--- config.mk ---
export PLATFORM = sky130hd
export DESIGN_NAME = lane_scale
export DESIGN_NICKNAME = d
export VERILOG_FILES = /design/src/verilog/vec_norm_pkg.sv /design/src/verilog/lane_scale.sv
export SDC_FILE = /design/constraint.sdc
export NUM_CORES = 2
export LEC_CHECK = 0
export BUFFER_PORTS_ARGS = -buffer_cell sky130_fd_sc_hd__buf_2
export CAP_MARGIN = 20
export CORE_ASPECT_RATIO = 0.5
export CORE_MARGIN = 1.5
export CORE_UTILIZATION = 65
export DETAILED_ROUTE_END_ITERATION = 8
export PLACE_DENSITY = 0.82
export SLEW_MARGIN = 20
export SYNTH_ARGS = -nofsm -noshare
export SYNTH_HDL_FRONTEND = slang
export SYNTH_SLANG_ARGS = --single-unit
--- constraint.sdc ---
create_clock -name clk -period 15.7 [get_ports clk]
set_input_delay 3.14 -clock clk [delete_from_list [all_inputs] [get_ports clk]]
set_output_delay 3.14 -clock clk [all_outputs]
set_load 0.03 [all_outputs]
--- src/verilog/vec_norm_pkg.sv ---
package vec_norm_pkg;

    // Q8.24 fixed point, 8 integer bits and 24 fraction bits
    typedef logic signed [31:0] fix_t;
    typedef logic [31:0] ufix_t;  // magnitude squared, inverse square root

    typedef struct packed {
        fix_t x;
        fix_t y;
        fix_t z;
    } vec3_t;  // x sits in the top word, lane 0

    typedef struct packed {
        logic zero;   // every component is zero
        logic range;  // a component reached +-8.0
    } norm_tag_t;

    typedef struct packed {
        vec3_t     vec;
        norm_tag_t tag;
    } norm_out_t;

    parameter int LANES = 3;
    parameter int FRAC_BITS = 24;

    // components at or beyond this magnitude are not normalized
    parameter fix_t RANGE_LIMIT = 32'sh0800_0000;  // 8.0

    parameter int INV_SQRT_LATENCY = 2;

    // frontend (1) + inv_sqrt (2) + lane (1), the collector adds nothing
    parameter int PIPE_LATENCY = 4;

endpackage
--- src/verilog/lane_scale.sv ---
`timescale 1ns/10ps

module lane_scale (
    input  logic                clk,
    input  logic                rst,
    input  logic                valid_in,
    input  vec_norm_pkg::fix_t  comp,
    input  vec_norm_pkg::ufix_t isr,
    output logic                valid_out,
    output vec_norm_pkg::fix_t  comp_out
);
    localparam int W = $bits(vec_norm_pkg::fix_t);

    logic           neg;
    logic [W-1:0]   mag;
    logic [2*W-1:0] prod;
    logic [W-1:0]   scaled;

    // sign-magnitude multiply, isr is unsigned
    assign neg = comp[W-1];
    assign mag = neg ? W'(-comp) : W'(comp);
    assign prod = mag * isr;
    assign scaled = prod[vec_norm_pkg::FRAC_BITS +: W];

    always_ff @(posedge clk) begin
        if (!rst) begin
            valid_out <= 1'b0;
            comp_out <= '0;
        end else begin
            valid_out <= valid_in;
            if (valid_in)
                comp_out <= neg ? -$signed(scaled) : $signed(scaled);
        end
    end

endmodule

* Yosys cells after proc, flatten, opt, wreduce, memory -nomap -nowiden
Cells that the tools add are included.
** Storage, ports and cells
- Register bits :: 33
- Output and inout bits :: 33
- Bits of input ports :: 67
** Cells by class
- Multiplexer cells :: 2
- Multiply operators :: 1
- Add/sub/neg operators :: 2
** Operator list (number)
- $mux W32 :: 2
- $neg A32 Y32 :: 2
- $mul A32 B32 Y56 :: 1

* Depth between registers and ports, before layout
- Depth in word-level cells :: 5
- Mapped depth :: 40

* Least setup slack after synthesis
OpenSTA, ideal clock, no wires.
- Kind :: in2reg
- From :: input port comp[14]
- To :: register comp_out[30]
- Slack :: 2523 ps
- Arrival :: 13044 ps
- Stages :: 32
- Setup time :: 133 ps
- Cell sequence :: or4_4 or4_4 or3_1 or4_1 o31ai_1 xnor2_1 clkbuf_1 and2_1 fa_1 inv_1 fa_1 fa_1 fa_1 inv_1 fa_1 fa_1 fa_1 fa_1 ha_1 clkbuf_1 a21oi_1 o21ai_1 a2111oi_2 o21bai_1 or3_1 a2111oi_0 nand4_1 or2_1 clkbuf_1 o41ai_1 xor2_1 a21oi_1
** On the way
- Cells in the longest elaborated chain, start to end :: 5
** RTL lines
- from (decl) :: line lane_scale.sv:7 : input vec_norm_pkg::fix_t comp,
- $neg A32 Y32 :: line lane_scale.sv:21 : assign mag = neg ? W'(-comp) : W'(comp);
- $mux W32 (*) :: line lane_scale.sv:21
- $mul A32 B32 Y56 (*) :: line lane_scale.sv:22 : assign prod = mag * isr;
- $neg A32 Y32 :: line lane_scale.sv:32 : comp_out <= neg ? -$signed(scaled) : $signed(scaled);
- $mux W32 (*) :: line lane_scale.sv:32
- to (signal assigned) :: line lane_scale.sv:32
- to (decl) :: line lane_scale.sv:10 : output vec_norm_pkg::fix_t comp_out
Mark *: on every way between the ends. The rest lies on a longest branch, timed or not.
A chain may end at the register's enable or synchronous reset.

* Worst setup path after layout
- From :: input port comp[3]
- To :: register comp_out[31]
Same word-level chain as after synthesis.

==> metrics.md <==
| Metric | Value |
|---|---|
| Status | complete, no violations |
| Total of max-cap violations | 0 |
| Most frequent cell after synthesis | fa_1 |
| Drt drc | 0 |
| Worst setup SP type | input port |
| Routed via count | about 26000 |
| Final hold slack | approximately 0.47 ns |
| GRT Residual Overflow | 0 |
| Final wirelength | 87.36 mm |
| Reg-to-reg endpoint | comp_out[27] |
| RSZ-0062 raised after global routing | false |
| Endpoint class of the critical path | register |
| Std cell rows | 58 |
| Final setup fails | 0 |
| Largest net degree at the start of global routing | 57 |
| Core area | 50940 sq um |
| Die width | 326.3 um |
| Syn Area/Cell | around 9 sq um |
| # nets final | 4886 |
| Netlist cell types | between 70 and 80 |
| Dominant cells by area after synthesis | fa_1, and2_1, inv_1 |
| Setup CP Type | input port to register |
| DRT iter0 DRCs | 2046 |
| Post-route clock period utilization | between 90% and 100% |
| Worst rel slew slack | 21.89% |
| Die ar. | 53720 sq um |
| Minimum clock period | 14.74 ns |
| H-tree lvl count | 2 |
| Setup TNS | 0 ns |
| Clk_lat worst skew | 0.28 ns |
| Synthesis-to-finish area growth | 3.666% |
| Hold Crit Class | register to register |
| Synth Net Count | 4964 |
| Reg area | 660.6 sq um |
| Worst EP arrival | 14.86 ns |
| Hold_buf cts | 0 |
| Most frequent CP cell | fa_1 |
| Resized Gates After CTS | 0 |
| Worst hold path cell count | 2 |
| Setup Buffers After CTS | 0 |
| Cell count after synthesis | 3817 |
| Cell taking the most area after synthesis | fa_1 |
| CP required | 15.82 ns |
| GRT Util Overall | around a third |
| Fillers | around 3900 |
| Gpl congestion | 0.9680 |
| Fraction of layout cells with a size suffix above 1 | 5.028% |
| Crit-path max cell delay | 0.84 ns |
| Hold path start | comp_out[0] |
| Post-synth EDFFs | 0 |
| Asr flop ratio synth | 0% |
| Footprint of the multi-input gates | 29630 sq um |
| Fmax | between 60 and 70 MHz |
| Final Hold Vio Count | 0 |
| Post-synthesis sequential area ratio | 1.945% |
| R2R Setup Slk | 14.96 ns |
| Synth cell count leaders | fa_1, inv_1, and2_1, nand2_1, ha_1 |
| Starting Density | 66.67% |
| Detailed Routing Iterations Pass 1 | 6 |
| Number of I/O pins | 100 |
| Number of vias per cell | roughly 5.8 |
| Synthesized flop and latch total | 33 |
| Most used DFF post-synth | dfxtp_1 |
| Worst reg2reg startpoint | comp_out[27] |
| Reg clk slew, reported paths | ~0.050 ns |
| Wire per inst | roughly 20 um |
| Cell Area, Synth | 33960 sq um |
| Vias in the first global route | roughly 29000 |
| Worst Tran Pin Value | 1.166 ns |
| Post-route ant nets | 0 |
| CTS max path bufs | 2 |
| Critical path peak fanout | 32 |
| Worst-case reg-to-reg path depth | 2 |
| Top cell type's share of synthesized area | 51.22% |
| Final core area utilization | roughly 69% |
| CP max stage cell | o41ai_1 |
| First-pass GRT wire length | 144.6 mm |
| TritonCTS Sinks | 33 |
| CTS tree | yes |
| Final slew viol count | 0 |
| Die H | 164.6 um |
| Root Driver | clkbuf_16 |
| Hold path endpoint | comp_out[0] |
| Worst clock skew | 0 ns |
| Port Buffers | 99 |
| Antenna violations before repair | 5 |
| Detailed Place HPWL | 72.52 mm |
| Yosys warns | 0 |
| CTS buffer count | 5 |
==> cells in the final DEF (no fill, tap or decap), types with 20 or more instances in the layout <==
master / count
nor2_1: 71
o21ai_0: 60
o31ai_1: 22
inv_1: 845
buf_2: 99
fa_1: 869
xnor2_2: 20
nor3_1: 25
xor2_1: 24
ha_1: 211
a21o_1: 20
dfxtp_1: 33
nand2_1: 525
a211oi_1: 25
a21oi_1: 65
and2_1: 539
buf_4: 30
xnor2_1: 36
==> metrics by stage <==
| step | instance area [sq um] | setup WS, ns | std cells |
|---|---|---|---|
| 2_1_floorplan | 33960 | 2.523 | 3817 |
| 3_3_place_gp | 35050 | 1.209 | 4422 |
| 3_5_place_dp | 35050 | 0.9351 | 4422 |
| 4_1_cts | 35200 | 1.215 | 4429 |
| 5_1_grt | 35210 | 0.4017 | 4433 |
| 6_report | 35210 | 0.9588 | 4434 |
==> worst max-delay path by stage <==
stage / startpoint / end / cells past startpoint
5_1_grt: comp[3] / comp_out[31] / 32
4_1_cts: comp[3] / comp_out[31] / 32
6_report: comp[3] / comp_out[31] / 32
3_3_place_gp: comp[3] / comp_out[31] / 32
2_1_floorplan: comp[14] / comp_out[30] / 32
3_5_place_dp: comp[3] / comp_out[31] / 32
==> critical path: cells and delay by family <==
kind / cells / cell delay, ns
AOI/OAI and AO/OA: 7 / 3.00
xor gates and xnor gates: 3 / 0.84
adders and majority gates: 9 / 4.40
buffers and inverters: 5 / 0.34
and+or+nand+nor: 8 / 3.11
==> routing by layer <==
metal	global-route usage [%]	part of all wire, %
met2	58.17	48
met4	13.23	4.4
met1	44.85	39
met3	4.876	8.2
met5	0	0.015
==> kinds of logic after synthesis <==
family / synth area share (%)
muxes: 0.2247
AOI/OAI and AO/OA: 5.850
buffers and inverters: 11.74
xor gates and xnor gates: 2.409
DFF: 1.945
and+or+nand+nor: 18.83
adders and majority gates: 58.99
==> final cells by class <==
class | count | area share (%)
Antenna cell | 5 | 0.03554
Clock buffer | 7 | 0.4051
Tap cell | 690 | 2.452
Inverter | 846 | 9.019
Sequential cell | 33 | 1.876
Timing Repair Buffer | 129 | 2.047
Multi-Input combinational cell | 2724 | 84.16
==> state kept, by name (all words and copies together) (netlist names) <==
signal     count
comp_out      32
valid_out      1
Power is not shown: default switching activity piles up to over one toggle a cycle in this logic, so the estimate is an artifact.
