[src/verilog/vec_norm_pkg.sv]
package vec_norm_pkg;

    // Q8.24 fixed point, 8 integer bits and 24 fraction bits
    typedef logic signed [31:0] fix_t;
    typedef logic [31:0] ufix_t;  // magnitude squared, inverse square root

    typedef struct packed {
        fix_t x;
        fix_t y;
        fix_t z;
    } vec3_t;  // x sits in the top word, lane 0

    typedef struct packed {
        logic zero;   // every component is zero
        logic range;  // a component reached +-8.0
    } norm_tag_t;

    typedef struct packed {
        vec3_t     vec;
        norm_tag_t tag;
    } norm_out_t;

    parameter int LANES = 3;
    parameter int FRAC_BITS = 24;

    // components at or beyond this magnitude are not normalized
    parameter fix_t RANGE_LIMIT = 32'sh0800_0000;  // 8.0

    parameter int INV_SQRT_LATENCY = 2;

    // frontend (1) + inv_sqrt (2) + lane (1), the collector adds nothing
    parameter int PIPE_LATENCY = 4;

endpackage
[src/verilog/inv_sqrt.sv]
`timescale 1ns/10ps

module inv_sqrt #(
    parameter int WIDTH = 32
) (
    input  logic                clk,
    input  logic                rst,
    input  logic                valid_in,
    input  vec_norm_pkg::ufix_t x,
    output logic                valid_out,
    output vec_norm_pkg::ufix_t inv_sqrt
);
    localparam int FRAC = vec_norm_pkg::FRAC_BITS;

    // Q8.24 constants
    localparam logic [WIDTH-1:0] FP_HALF = 32'h0080_0000;
    localparam logic [WIDTH-1:0] SQRT2 = 32'h016A_09E6;  // 1.4142
    localparam logic [WIDTH-1:0] SLOPE = 32'h0046_6666;  // 0.275

    int                  lead;
    logic signed [6:0]   shift_k;  // > 0 means x was shifted right
    logic [WIDTH-1:0]    norm_next;
    logic [WIDTH-1:0]    scale_next;

    logic                valid_s1;
    logic [WIDTH-1:0]    norm_x;
    logic [WIDTH-1:0]    scale;

    logic [2*WIDTH-1:0]  slope_prod;
    logic [WIDTH-1:0]    linear;
    logic [2*WIDTH-1:0]  isr_prod;

    // stage 1: leading one, shift count and normalized value in [0.5, 2)
    always_comb begin
        lead = 0;
        for (int i = 0; i < WIDTH; i++) begin
            if (x[i])
                lead = i;  // highest set bit wins
        end

        if (x == '0)
            shift_k = '0;
        else if (lead > FRAC)
            shift_k = 7'(lead - FRAC);
        else if (lead >= FRAC - 1)
            shift_k = '0;  // already in range
        else
            shift_k = 7'(lead - FRAC + 1);

        if (x == '0)
            norm_next = FP_HALF;
        else if (shift_k > 0)
            norm_next = x >> shift_k;
        else
            norm_next = x << (-shift_k);
    end

    // 2^(-k/2) for the current shift count
    always_comb begin
        case (shift_k)
            7'sd7:   scale_next = 32'h0016_A09E;
            7'sd6:   scale_next = 32'h0020_0000;
            7'sd5:   scale_next = 32'h002D_413D;
            7'sd4:   scale_next = 32'h0040_0000;
            7'sd3:   scale_next = 32'h005A_827A;
            7'sd2:   scale_next = 32'h0080_0000;
            7'sd1:   scale_next = 32'h00B5_04F3;
            7'sd0:   scale_next = 32'h0100_0000;
            -7'sd1:  scale_next = 32'h016A_09E6;
            -7'sd2:  scale_next = 32'h0200_0000;
            -7'sd3:  scale_next = 32'h02D4_13CD;
            -7'sd4:  scale_next = 32'h0400_0000;
            -7'sd5:  scale_next = 32'h05A8_279A;
            -7'sd6:  scale_next = 32'h0800_0000;
            -7'sd7:  scale_next = 32'h0B50_4F33;
            -7'sd8:  scale_next = 32'h1000_0000;
            -7'sd9:  scale_next = 32'h16A0_9E67;
            -7'sd10: scale_next = 32'h2000_0000;
            -7'sd11: scale_next = 32'h2D41_3CCD;
            -7'sd12: scale_next = 32'h4000_0000;
            -7'sd13: scale_next = 32'h5A82_799A;
            -7'sd14: scale_next = 32'h8000_0000;
            default: scale_next = 32'hB504_F334;  // -15 and below, saturates
        endcase
    end

    always_ff @(posedge clk) begin
        if (!rst) begin
            valid_s1 <= 1'b0;
            norm_x <= '0;
            scale <= '0;
        end else begin
            valid_s1 <= valid_in;
            if (valid_in) begin
                norm_x <= norm_next;
                scale <= scale_next;
            end
        end
    end

    // stage 2: 1/sqrt(n) ~ 1.4142 - 0.275*n, then rescale
    assign slope_prod = norm_x * SLOPE;
    assign linear = SQRT2 - slope_prod[FRAC +: WIDTH];
    assign isr_prod = linear * scale;

    always_ff @(posedge clk) begin
        if (!rst) begin
            valid_out <= 1'b0;
            inv_sqrt <= '0;
        end else begin
            valid_out <= valid_s1;
            if (valid_s1)
                inv_sqrt <= isr_prod[FRAC +: WIDTH];  // keep Q8.24
        end
    end

endmodule

[config.mk]
export PLATFORM = sky130hd
export DESIGN_NAME = inv_sqrt
export DESIGN_NICKNAME = d
export VERILOG_FILES = /design/src/verilog/vec_norm_pkg.sv /design/src/verilog/inv_sqrt.sv
export SDC_FILE = /design/constraint.sdc
export NUM_CORES = 2
export LEC_CHECK = 0
export ABC_AREA = 1
export BUFFER_PORTS_ARGS = -buffer_cell sky130_fd_sc_hd__buf_2
export CAP_MARGIN = 20
export CORE_MARGIN = 1
export CORE_UTILIZATION = 55
export CTS_CLUSTER_SIZE = 25
export DETAILED_ROUTE_END_ITERATION = 10
export GPL_TIMING_DRIVEN = 0
export PLACE_DENSITY = 0.73
export RECOVER_POWER = 100
export REMOVE_ABC_BUFFERS = 1
export SYNTH_ARGS = -nofsm -noshare
export SYNTH_HDL_FRONTEND = slang
export SYNTH_SLANG_ARGS = --single-unit
[constraint.sdc]
create_clock -name clk -period 18 [get_ports clk]
set_input_delay 1.8 -clock clk [delete_from_list [all_inputs] [get_ports clk]]
set_output_delay 1.8 -clock clk [all_outputs]
set_load 0.01 [all_outputs]
; ---- Yosys cells after proc, flatten, opt, wreduce, memory -nomap -nowiden
; Index checks and enable logic that the tools add are counted.
[word_totals]
register_bits = 98
input_bits = 35
out_inout_bits = 33
wordCells = 76
[classes]
addsub = 4
n_mul = 2
order_cmp = 3
eq_ne = 21
n_shift = 2
n_mux = 37
n_reduce_logical = 2
[op_table]
columns = cell, n
row1 = $mux W32, 32
row2 = $pmux W32 S22, 1
row3 = $eq A7 B7 Y1 const B, 14
row4 = $mul A32 B32 Y56, 1
row5 = $mul A32 B22 Y54 const B, 1
row6 = $ge A32 B6 Y1 const B, 1
row7 = $gt A32 B6 Y1 const B, 1
row8 = $logic_not A32 Y1, 1
row9 = $shl A32 B7 Y32, 1
row10 = $shr A32 B7 Y32, 1
row11 = $sub A25 B31 Y32 const A, 1
row12 = $eq A7 B3 Y1 const B, 4
row13 = $mux W7, 3
row14 = $eq A7 B2 Y1 const B, 2
row15 = $add A7 B2 Y7 const B, 1
row16 = $eq A7 B1 Y1 const B, 1
row17 = $gt A7 B1 Y1 const B, 1
row18 = $logic_not A7 Y1, 1
row19 = $neg A7 Y7, 1
row20 = $sub A7 B6 Y7 const B, 1
row21 = $mux W1, 1

; ---- Longest topological paths before layout
[depth]
ltp_word = 40
depth_mapped = 70
depth_no_buf = 69

; ---- Least setup slack after synthesis
; Ideal clock, no wire load.
[synth_path]
path_kind = register to register
start = register norm_x[13]
end = register inv_sqrt[31]
setup_time_ns = 0.117
arrival_ns = 12.751
required_ns = 17.883
path_slack_ns = 5.132
stages_incl_launch_ff = 59
path_buffers = 3
period_less_slack_ns = 12.868
cell_sequence = dfxtp_1 ha_1 xnor2_1 o21ai_0 fa_1 fa_1 fa_1 fa_1 fa_1 ha_1 a21oi_1 inv_1 a31oi_1 inv_1 a21oi_2 inv_2 a21oi_4 xnor2_1 [... 23 more ...] fa_1 inv_1 fa_1 fa_1 fa_1 inv_1 ha_1 nand2_1 nor2_1 nand3_1 o21ai_0 a21oi_1 o21ai_0 a21oi_1 nand3_1 nand2_1 nor2_1 nor2_1
[synth_between]
elab_chain_len = 3
[synth_rtl]
columns = item, line
row1 = "start, declared", inv_sqrt.sv:26  ; logic [WIDTH-1:0] norm_x;
row2 = "start signal, assigned", inv_sqrt.sv:95  ; norm_x <= norm_next;
row3 = $mul A32 B22 Y54, inv_sqrt.sv:102  ; assign slope_prod = norm_x * SLOPE;
row4 = $sub A25 B31 Y32, inv_sqrt.sv:103  ; assign linear = SQRT2 - slope_prod[FRAC +: WIDTH];
row5 = $mul A32 B32 Y56, inv_sqrt.sv:104  ; assign isr_prod = linear * scale;
row6 = "end signal, assigned", inv_sqrt.sv:113  ; inv_sqrt <= isr_prod[FRAC +: WIDTH];
row7 = "end, declared", inv_sqrt.sv:11  ; output vec_norm_pkg::ufix_t inv_sqrt
; No other way between the ends.
; A chain may end at the register's enable or synchronous reset.

; ---- Final worst setup path
[layout_path]
start = register norm_x[11]
end = register inv_sqrt[25]
; The elaborated chain is that of the path after synthesis.

==> flow_summary.yaml <==
critical_path:
  cp_slowest_cell: "clkinv_1"
  cp.arrival_ns: 17.24
  worstSetupStartpointType: "register"
  path_class: "register to register"
  critPathMaxStageDelay_ns: 1.13
  end_kind: "register"
  critPathTopFamily: "adder cells"
  cp-startpoint: "norm_x[11]$_SDFFE_PN0P_"
  cp.depth: 56
  cp_num_buf_inv: 9
  reg2regPathDepth: 56
  r2r_start: "norm_x[11]$_SDFFE_PN0P_"
  cp.required_ns: 18.29
  crit_path_frequent_cell: "fa_1"
  path_max_fanout: 17
timing:
  fin_crit_sh: 0.942
  rsz0062_at_grt: "false"
  finalSetupTns_ns: 0
  worst_pin_slew_ns: 2.54
  hold_viol: 0
  hold_slack_ns: 0.531
  slew_violations: 143
  clock.fmax_ghz: 0.0590
  fin_crit_ns: 16.95
  skew_ns: 0.0146
  slew_headroom: -0.696
  setup_viol: 0
route:
  dr.pass1.iters: 8
  route.detailed.drc: 0
  via_count: 42200
  drt_iter0_markers: 4474
  wl_per_cell_um: 21.4
  viasPerCell: 5.74
  wl_um: 158000
  ant_nets: 0
die:
  ios: 68
  die_w_um: 304
  die_h_um: 304
  coreArea_um2: 90300
  die_area_um2: 92600
  start_util: 0.556
  rows: 110
logic_synthesis:
  synth-async-reset-ratio: 0
  synth.top_cell.area_share: 0.437
  yosysWarnings: 0
  synth.area.top_cells: "fa_1 44%, ha_1 12%, inv_1 11%, nand2_1 7.7%, nor2_1 5.3%"
  synth_top_cell_by_area: "fa_1"
  synth_flop_cell: "dfxtp_1"
  synth_edf_count: 0
  ys_types: 76
  seq_area_frac_synth: 0.0391
  ys_seq_elements: 98
  syn_area_um2: 50200
  syn_inst: 6312
  postSynthAreaPerCell_um2: 7.96
layout:
  ff_latch_area_um2: 1960
  drive_above_1_share: 0.0319
  layout_common_cells: "1406 x inv_1, 1097 x fa_1, 1042 x nand2_1, 716 x nor2_1, 488 x ha_1"
  layout-area-overhead-vs-synth_pct: 3.46
  multi_input_area_um2: 41700
  mostFrequentLayoutCell: "inv_1"
  antenna_cells: 0
  fill_cells: 8333
  layoutNonFillerInstCount: 7360
  design_area_um2: 52000
  nets: 7799
cts:
  cts_buffers: 9
  ctsRootBufferMaster: "clkbuf_16"
  clock_sinks: 98
  hold_buffers: 0
  path_clk_slew_ns: 0.09
  post_cts_buffers: 0
  clk_latency_ns: 0.41
  h-tree-depth: 3
  cts_tree: "done"
  cts_resized: 0
  clockBufferDepth: 2
hold_path:
  hold_depth: 2
  hp-class: "register to register"
  min_from: "inv_sqrt[17]$_SDFFE_PN0P_"
global_routing:
  overflow: 0
  grt_pass1_wl_um: 246000
  grt_start_max_net_pins: 81
  grt_usage: 0.348
  antenna_found_initial: 1
  grt_pass1_vias: 43300
run_status:
  status: "finished, violations left"
  violations: "capacitance limit, slew limit"
job:
  drv_cap: 3
placement:
  port_buffers: 67
  place_congestion: 0.970
  placed_area_um2: 51500
  hpwl_um: 129000
  dp.cells: 7330
[worst min-delay path: cells and delay by family, from the launching register on]
| kind | cells | cell delay [ns] |
|---|---|---|
| AOI/OAI and AO/OA | 2 | 0.17 |
| DFF | 1 | 0.33 |
[metrics by stage]
step / util / worst slack (ns)
floorplan: - / 5.05
global placement: 0.565 / -0.301
detailed placement: 0.570 / 1.59
CTS: 0.574 / 1.59
global route: 0.576 / 0.398
finish: 0.576 / 1.05
[per-layer routing]
| layer | vias up | GRT usage | wire length [um] |
|---|---|---|---|
| li1 | 18700 | - | - |
| met1 | 20800 | 0.477 | 62900 |
| met2 | 2302 | 0.536 | 68000 |
| met3 | 426 | 0.0763 | 18600 |
| met4 | 0 | 0.148 | 8140 |
| met5 | - | 0 | 0 |
[synthesized netlist by cell type (all sizes together), types with 2 or more instances]
cell type,count
ha,488
o21bai,7
o2111ai,2
buf,49
o22ai,3
a21oi,254
fa,1097
nand2,1065
nor4,13
mux2i,10
nand4,20
xor2,52
a21o,12
nand3,335
a211oi,7
o31ai,12
clkinv,26
xnor2,59
clkbuf,198
o21a,12
or2,7
dfxtp,98
o21ai,224
o211ai,17
nor2,731
inv,1433
o41ai,7
nor3,27
a221oi,2
nand3b,6
a21boi,4
a31oi,17
o311ai,2
nor3b,3
o221ai,6
and2,2
[flip-flops by register name, summed over array words and instances (netlist names)]
| name | flops |
|---|---|
| inv_sqrt | 32 |
| scale | 32 |
| norm_x | 32 |
| valid_out | 1 |
| valid_s1 | 1 |
[cell families (layout without fill, tap and decap cells)]
family,count (synthesis),after routing,synth area share
and+or+nand+nor,2210,2210,0.183
AOI/OAI and AO/OA,592,592,0.0673
adders and majority gates,1585,1585,0.559
DFF,98,98,0.0391
xor gates and xnor gates,111,111,0.0204
muxes,10,10,0.00199
buffers and inverters,1706,1578,0.129
[area by class of cell]
type	count	share of cell area
Inverter	1459	0.105
Clock inverter	7	0.00156
Clock buffer	9	0.00433
Sequential cell	98	0.0378
Timing Repair Buffer	103	0.0201
Multi-Input combinational cell	4508	0.802
Tap cell	1176	0.0283
[path summary, 6_finish.rpt]
kind / endpoint / slack, ns
worst max-delay path: inv_sqrt[25]$_SDFFE_PN0P_ / 1.05
worst min-delay path: inv_sqrt[17]$_SDFFE_PN0P_ / 0.53
worst max register to register: inv_sqrt[25]$_SDFFE_PN0P_ / 1.05
worst min register to register: inv_sqrt[17]$_SDFFE_PN0P_ / 0.53
Power is not shown: default switching activity piles up to over one toggle a cycle in this logic, so the estimate is an artifact.
