$ cat src/verilog/vec_norm_pkg.sv
package vec_norm_pkg;

    // Q8.24 fixed point, 8 integer bits and 24 fraction bits
    typedef logic signed [31:0] fix_t;
    typedef logic [31:0] ufix_t;  // magnitude squared, inverse square root

    typedef struct packed {
        fix_t x;
        fix_t y;
        fix_t z;
    } vec3_t;  // x sits in the top word, lane 0

    typedef struct packed {
        logic zero;   // every component is zero
        logic range;  // a component reached +-8.0
    } norm_tag_t;

    typedef struct packed {
        vec3_t     vec;
        norm_tag_t tag;
    } norm_out_t;

    parameter int LANES = 3;
    parameter int FRAC_BITS = 24;

    // components at or beyond this magnitude are not normalized
    parameter fix_t RANGE_LIMIT = 32'sh0800_0000;  // 8.0

    parameter int INV_SQRT_LATENCY = 2;

    // frontend (1) + inv_sqrt (2) + lane (1), the collector adds nothing
    parameter int PIPE_LATENCY = 4;

endpackage
$ cat src/verilog/norm_collect.sv
`timescale 1ns/10ps

module norm_collect #(
    parameter int LANES = 3
) (
    input  logic                    lane_valid,
    input  vec_norm_pkg::fix_t      lane_out [LANES],
    input  vec_norm_pkg::norm_tag_t tag,
    output logic                    valid_out,
    output vec_norm_pkg::norm_out_t result
);
    localparam int W = $bits(vec_norm_pkg::fix_t);

    logic flagged;

    // zero or out-of-range items carry no usable scale factor
    assign flagged = tag.zero | tag.range;

    assign valid_out = lane_valid;

    always_comb begin
        result.tag = tag;
        result.vec = '0;
        for (int i = 0; i < LANES; i++) begin
            if (!flagged)
                result.vec[(LANES-1-i)*W +: W] = lane_out[i];  // lane 0 is x
        end
    end

endmodule

$ cat config.mk
export PLATFORM = sky130hd
export DESIGN_NAME = norm_collect
export DESIGN_NICKNAME = d
export VERILOG_FILES = /design/src/verilog/vec_norm_pkg.sv /design/src/verilog/norm_collect.sv
export SDC_FILE = /design/constraint.sdc
export NUM_CORES = 1
export LEC_CHECK = 0
export BUFFER_PORTS_ARGS = -buffer_cell sky130_fd_sc_hd__buf_4
export CORE_MARGIN = 8
export CORE_UTILIZATION = 28
export DETAILED_ROUTE_END_ITERATION = 10
export GPL_TIMING_DRIVEN = 0
export PLACE_DENSITY = 0.92
export SYNTH_ARGS = -nofsm -noshare
export SYNTH_HDL_FRONTEND = slang
export SYNTH_SLANG_ARGS = --single-unit
$ cat constraint.sdc
create_clock -name vclk -period 1
set_input_delay 0.15 -clock vclk [all_inputs]
set_output_delay 0.15 -clock vclk [all_outputs]
set_load 0.02 [all_outputs]
After elaboration in Yosys (flattened, before gate mapping)
Cells that the tools add are included.
{"block": "word_totals", "reg_bits": 0, "latch_bits": 0, "ram_bits": 0, "mem_bits_ro": 0, "inputBits": 99, "output_inout_bits": 99, "memories": 0}
{"block": "classes", "addsub": 0, "n_mul": 0, "div": 0, "n_lt_le_gt_ge": 0, "n_eq_ne": 0, "n_shift": 0, "muxes": 3, "bitwise": 1, "reduce_logical": 0}
{"operator": "2-to-1 mux 32 bit", "n": 3}
{"operator": "bitwise OR 1 bit", "n": 1}

Longest topological paths before layout
Gate-level depths: netlist of the first run.
{"block": "logic_depth", "word_depth": 2, "mapped_depth": 4}

Worst setup path after synthesis of the first run
Ideal clock, no wire load.
{"block": "synth_timing", "path_kind": "in2out", "start": "input port tag[1] in the netlist's numbering", "end": "output port result[34] in the netlist's numbering", "t_arrival_ps": 972, "setup_slack_ps": -122, "path_stages": 3, "cell_sequence": "buf_2 > buf_2 > nor3b_1"}
{"element": "from (decl)", "line_no": "norm_collect.sv:8", "text": "input vec_norm_pkg::norm_tag_t tag,"}
{"element": "to (decl)", "line_no": "norm_collect.sv:10", "text": "output vec_norm_pkg::norm_out_t result"}

==> results of run 1 <==
[report_power, final]
part	switching (mW)	leakage [nW]	internal (mW)	total, mW
clock	0	0	0	0
combinational	0.708	1.70	0.892	1.60
sequential	0	0	0	0
[kinds of logic after synthesis]
logic type    count (synthesis)  share of synthesized area (%)
simple gates                 96                           82.1
buf+inv                      25                           17.9
[metrics by stage]
stage	instance area [µm²]	TNS (ps)	cells	total power [mW]
floorplan	1450	-5700	121	0.719
global placement	2980	-2990	366	1.27
detailed placement	2980	-3450	366	1.30
CTS	3310	-2120	373	1.43
global route	3640	-5400	378	1.65
finish	3640	-3980	378	1.60
[area by class of cell]
cell class | instances | area [µm²]
multi-input combinational | 96 | 1410
buffer | 25 | 340
fill | 148 | 300
timing repair buffer | 207 | 1830
tap | 50 | 62.6
[repair_timing]
item                                    in CTS  in global routing
pin swaps                                    8                 28
resized for setup                           62                 51
cloned                                       2                  4
hold endpoints to repair                     0                  0
setup buffers                                5                  1
endpoints found under the setup margin      47                 86
[per-layer routing]
layer | wire length, µm | share of wire, % | vias to the layer above
met5 | 0 | 0 | -
met4 | 257 | 2.7 | 0
met3 | 865 | 9.1 | 20
met2 | 5280 | 56 | 139
met1 | 3060 | 32 | 930
li1 | - | - | 854
[path summary, 6_finish.rpt]
check	end	slack, ps	from	cells past startpoint
hold / removal	valid_out	500	lane_valid	2
setup / recovery	result[85]	-190	tag[1]	4
[placed cells by master (no fill, tap or decap)]
cell type,instances
buf_12,10
nor3b_1,9
nor3b_4,40
buf_16,4
buf_2,5
clkbuf_16,4
nor3b_2,47
buf_4,163
buf_6,45
clkbuf_4,1
==> flow_summary.ini, run 1 <==
[global_route]
use_met2_pct = 46.9
grt_pass1_vias = 1994
busiest_layer = met2
antenna_found_initial = 0
grt_use_met3_pct = 8.13
grt-ovfl-total = 0
grt_util_met1_pct = 19.4
track_usage_pct = 22.4
grt_pass1_wl_um = 11200
grt_start_max_net_pins = 11

[placed_design]
gp_congestion = 0.747
place_ws_ps = -119
port_buffers = 195
hpwlAfterDp_um = 5860

[floorplan]
rows = 23
initial_core_util_pct = 28.5
die_h_um = 79.3
core_area_um2 = 3940
fp.dieW_um = 79.3
io_pins = 198
dieArea_um2 = 6290

[hold_path]
hold_class = input pin to output port

[logic_synthesis]
synth_cell_types = 5
netlist_top_cells_area = nor3b_2 45%, nor3b_1 37%, buf_6 11%
postSynthAreaPerCell_um2 = 9.28
ys_top_cells_by_count = 56 x nor3b_1, 40 x nor3b_2, 11 x buf_2, 11 x buf_6, 3 x buf_4
yosysMostFrequentCell = nor3b_1
synth_top_area_share_pct = 44.6
synth_nets = 220
synth.cell_area_um2 = 1120
synth.yosys.seq_area_share_pct = 0
yosysTopAreaCell = nor3b_2
synth-warning-count = 0
syn_inst = 121

[finish]
regArea_um2 = 0
finish.utilization_pct = 92.4
nNetsFinal = 429
diodes = 0
seq_cell_count = 0
drive_above_1_share_pct = 97.3
clkbuf_count = 0
area_growth_pct = 225

[detailed_routing]
wl_per_cell_um = 25.0
final_antenna_net_count = 0
first_pass_iters = 4
viasPerCell = 5.14
drtIter0Drc = 37
wl_um = 9460
vias = 1943
drc = 0

[timing]
slew_violations = 0
relSlewSlack_pct = 76.1
tightest_slew_ps = 358
hold_ws_ps = 499
period_share_pct = 119
setup_ws_ps = -189
finalCriticalPeriod_ps = 1190
rsz0062_at_grt = yes
finalSetupViolCount = 59
fmax_ghz = 0.841
hold_viol_final = 0

[flow_run]
max-cap-violations = 0

[clocking]
cts_hold_buf = 0

[status]
violations = negative setup slack
status = complete, but fails checks

[power]
ir_drop_uv = 267
p_leak_nw = 1.70
pwr_density_cell_nw_per_um2 = 439

[critical_path]
cp-end-kind = output port
startpoint_type = input pin
worst_ep_required_time_ps = 850
crit_family = buffers and inverters
crit_fanout = 10
max_stage_delay_ps = 350
worstSetupPathType = input pin to output port
path_cells = buf_12, buf_2, nor3b_1, buf_4
slowest_stage = nor3b_1
critPathBufInv = 3
cp.arrival_ps = 1040
Power figures use the tool's default switching activity.
==> run 2: changes to the inputs <==
--- a/config.mk
+++ b/config.mk
@@ -7,10 +7,10 @@
 export LEC_CHECK = 0
 export BUFFER_PORTS_ARGS = -buffer_cell sky130_fd_sc_hd__buf_4
 export CORE_MARGIN = 8
-export CORE_UTILIZATION = 28
+export CORE_UTILIZATION = 30
 export DETAILED_ROUTE_END_ITERATION = 10
 export GPL_TIMING_DRIVEN = 0
-export PLACE_DENSITY = 0.92
+export PLACE_DENSITY = 0.95
 export SYNTH_ARGS = -nofsm -noshare
 export SYNTH_HDL_FRONTEND = slang
 export SYNTH_SLANG_ARGS = --single-unit
==> constraint.sdc (replaced) <==
create_clock -name vclk -period 1.4
set_input_delay 0.21 -clock vclk [all_inputs]
set_output_delay 0.21 -clock vclk [all_outputs]
set_load 0.02 [all_outputs]
==> flow_summary.ini, run 2 (same netlist as run 1, synthesis figures left out) <==
[status]
status = finished clean

[finish]
clkbuf_count = 0
seq_cell_count = 0
layout_common_cells = 198 x buf_4, 56 x nor3b_1, 40 x nor3b_2
diodes = 0
layout_commonest_cell = buf_4
nNetsFinal = 417
stdcell_count = 364
regArea_um2 = 0
drive_above_1_share_pct = 82.3
area_growth_pct = 136

[detailed_routing]
final_antenna_net_count = 0
wl_um = 6320
viasPerCell = 4.77
drtIter0Drc = 45
vias = 1735
wl_per_cell_um = 17.4
first_pass_iters = 4
drc = 0

[floorplan]
io_pins = 198
dieArea_um2 = 5950
die_h_um = 77.2
rows = 22
fp.dieW_um = 77.2
core_area_um2 = 3630
initial_core_util_pct = 30.9

[power]
pwr_density_cell_nw_per_um2 = 302
pwr-share-seq_pct = 0
p_clk_share_pct = 0
p_leak_nw = 1.30
comb_power_share_pct = 100.0
p_int_uw = 438
ir_drop_uv = 153
swShare_pct = 45.2
switchingPower_uw = 361

[timing]
tightest_slew_ps = 236
period_share_pct = 86.0
hold_viol_final = 0
relSlewSlack_pct = 84.2
rsz0062_at_grt = no
fmax_ghz = 0.831
finalSetupViolCount = 0
slew_violations = 0
setup_tns_ps = 0
finalCriticalPeriod_ps = 1200

[clocking]
post_cts_buffers = 0
cts-resized-gates = 0
cts_hold_buf = 0

[placed_design]
gp_congestion = 0.775
hpwlAfterDp_um = 5620
port_buffers = 195
post-place-cells = 364

[critical_path]
cp.arrival_ps = 990
cpMostUsedCell = buf_6
cp-end-kind = output port
path_cells = buf_2, buf_6, buf_6, nor3b_2, buf_4
slowest_stage = nor3b_2
startpoint_type = input pin
worst_ep_required_time_ps = 1190
worstSetupPathType = input pin to output port
max_stage_delay_ps = 180
crit_fanout = 10

[flow_run]
max-cap-violations = 0

[global_route]
grt_start_max_net_pins = 11
grt_pass1_wl_um = 9400
grt-ovfl-total = 0
track_usage_pct = 18.6
grt_pass1_vias = 1809
antenna_found_initial = 0

[hold_path]
hold_class = input pin to output port
[run 2: cell types whose count changed in the layout (fill, tap and decap cells not counted), sizes merged]
cell    before  now
clkbuf       5    0
buf        227  220
[run 2: power groups by stage]
stage          sequential (mW)  combinational (mW)  clock, mW
2_1_floorplan                0               0.398          0
3_3_place_gp                 0               0.790          0
3_5_place_dp                 0               0.806          0
4_1_cts                      0               0.808          0
5_1_grt                      0               0.846          0
6_report                     0               0.799          0
[run 2: per-stage QoR]
| step | util (%) | total power, mW | cell area (µm²) | worst slack [ps] | hold slack, ps |
|---|---|---|---|---|---|
| CTS | 72.8 | 0.808 | 2650 | 192 | 626 |
| global placement | 72.8 | 0.790 | 2650 | 208 | 621 |
| floorplan | - | 0.398 | 1120 | 158 | 533 |
| global route | 72.8 | 0.846 | 2650 | 149 | 628 |
| detailed placement | 72.8 | 0.806 | 2650 | 193 | 625 |
| finish | 72.8 | 0.799 | 2650 | 197 | 625 |
[run 2: routing by layer]
metal  track usage, %  share of wire (%)  up-vias
met5                0                  0        -
met4            0.566               0.36        0
met3             8.04                 12        2
met2             36.6                 53      117
met1             18.0                 35      789
li1                 -                  -      827
[run 2: critical path: cells and delay by family]
family,cells,cell delay (ps)
buffers and inverters,4,600
and+or+nand+nor,1,180
[run 2: path summary, 6_finish.rpt]
check / startpoint / end / cells after the start
hold / removal: lane_valid / valid_out / 2
setup / recovery: tag[1] / result[14] / 5
[run 2: cell type report]
type               count  area [µm²]
plain buffers         25         201
fillers              281         987
multi-input cells     96         921
well taps             48        60.1
repair buffers       195        1460
==> run 3: changes to the inputs <==
--- a/config.mk
+++ b/config.mk
@@ -9,8 +9,7 @@
 export CORE_MARGIN = 8
 export CORE_UTILIZATION = 30
 export DETAILED_ROUTE_END_ITERATION = 10
-export GPL_TIMING_DRIVEN = 0
-export PLACE_DENSITY = 0.95
+export PLACE_DENSITY = 0.89
 export SYNTH_ARGS = -nofsm -noshare
 export SYNTH_HDL_FRONTEND = slang
 export SYNTH_SLANG_ARGS = --single-unit
==> flow_summary.ini, run 3 (same netlist as run 1, synthesis figures left out) <==
[detailed_routing]
routed-wl-met2_um = 3310
wl_um = 6330
vias = 1664
drc = 0
wl_met3_um = 774
wirelength_met1_um = 2190
final_antenna_net_count = 0
viasPerCell = 4.80
first_pass_iters = 4
wl_per_cell_um = 18.2
top_layer_used = met4
drtIter0Drc = 49

[hold_path]
hold_class = input pin to output port
min_path_cells = 0

[finish]
layout_commonest_cell = buf_4
layout_common_cells = 199 x buf_4, 56 x nor3b_1, 40 x nor3b_2
nNetsFinal = 400
clkbuf_count = 0
seq_cell_count = 0
drive_above_1_share_pct = 81.3
diodes = 0
area_growth_pct = 128
regArea_um2 = 0
fin_area_um2 = 2550
finish.utilization_pct = 70.3

[critical_path]
critPathBufInv = 3
cpMostUsedCell = buf_4
crit_fanout = 31
slowest_stage = nor3b_1
path_cells = buf_4, buf_12, nor3b_1, buf_4
crit_family = buffers and inverters
startpoint_type = input pin
cp-end-kind = output port
cp.arrival_ps = 1020
worstSetupPathType = input pin to output port
max_stage_delay_ps = 230
worst-path-stages = 4
worst_ep_required_time_ps = 1190

[power]
p_int_uw = 420
pwr-share-seq_pct = 0
ir_drop_uv = 181
switchingPower_uw = 354
pwr_density_cell_nw_per_um2 = 303
p_clk_share_pct = 0
comb_power_share_pct = 100.0
p_leak_nw = 1.24
swShare_pct = 45.7

[timing]
tightest_slew_ps = 309
relSlewSlack_pct = 79.4
setup_tns_ps = 0
finalCriticalPeriod_ps = 1230
rsz0062_at_grt = no
setup_ws_ps = 170
hold_viol_final = 0
finalSetupViolCount = 0
fmax_ghz = 0.813
period_share_pct = 87.8
slew_violations = 0

[floorplan]
fp.dieW_um = 77.2
rows = 22
io_pins = 198
die_h_um = 77.2
core_area_um2 = 3630
dieArea_um2 = 5950
initial_core_util_pct = 30.9

[placed_design]
gp_congestion = 0.765
place_ws_ps = 190
hpwlAfterDp_um = 5360
postPlaceCellArea_um2 = 2550
port_buffers = 196

[clocking]
post_cts_buffers = 0
cts_hold_buf = 0
cts-resized-gates = 0

[global_route]
grt-ovfl-total = 0
antenna_found_initial = 0
grt_start_max_net_pins = 53
track_usage_pct = 18.5
grt_pass1_wl_um = 9350
grt_pass1_vias = 1702

[status]
status = finished clean

[flow_run]
max-cap-violations = 0
## run 3: cell count changes in the layout (fill, tap and decap cells not counted), sizes merged
cell / before / now
buf: 220 / 203
## run 3: cell type report
cell class	count	area (µm²)
multi-input cells	96	921
well taps	48	60.1
repair buffers	203	1570
fillers	297	1080
## run 3: through the flow
step	std cells	hold WS, ps	power (mW)
after floorplan	121	533	0.398
after global placement	347	420	0.767
after detailed placement	347	420	0.780
after CTS	347	420	0.782
after global routing	347	420	0.817
final	347	420	0.774
## run 3: power by group through the flow
stage / clock network, mW / logic (mW) / registers, mW
finish: 0 / 0.774 / 0
global route: 0 / 0.817 / 0
CTS: 0 / 0.782 / 0
detailed placement: 0 / 0.780 / 0
global placement: 0 / 0.767 / 0
floorplan: 0 / 0.398 / 0
## run 3: final timing paths
path	endpoint	slack (ps)	startpoint
setup / recovery	result[65]	170	tag[0]
hold / removal	valid_out	420	lane_valid
## run 3: metal layers
layer | GRT usage, % | vias to the layer above
met4 | 1.51 | 0
met3 | 8.62 | 4
met2 | 35.5 | 114
met1 | 18.1 | 754
li1 | - | 792
met5 | 0 | -
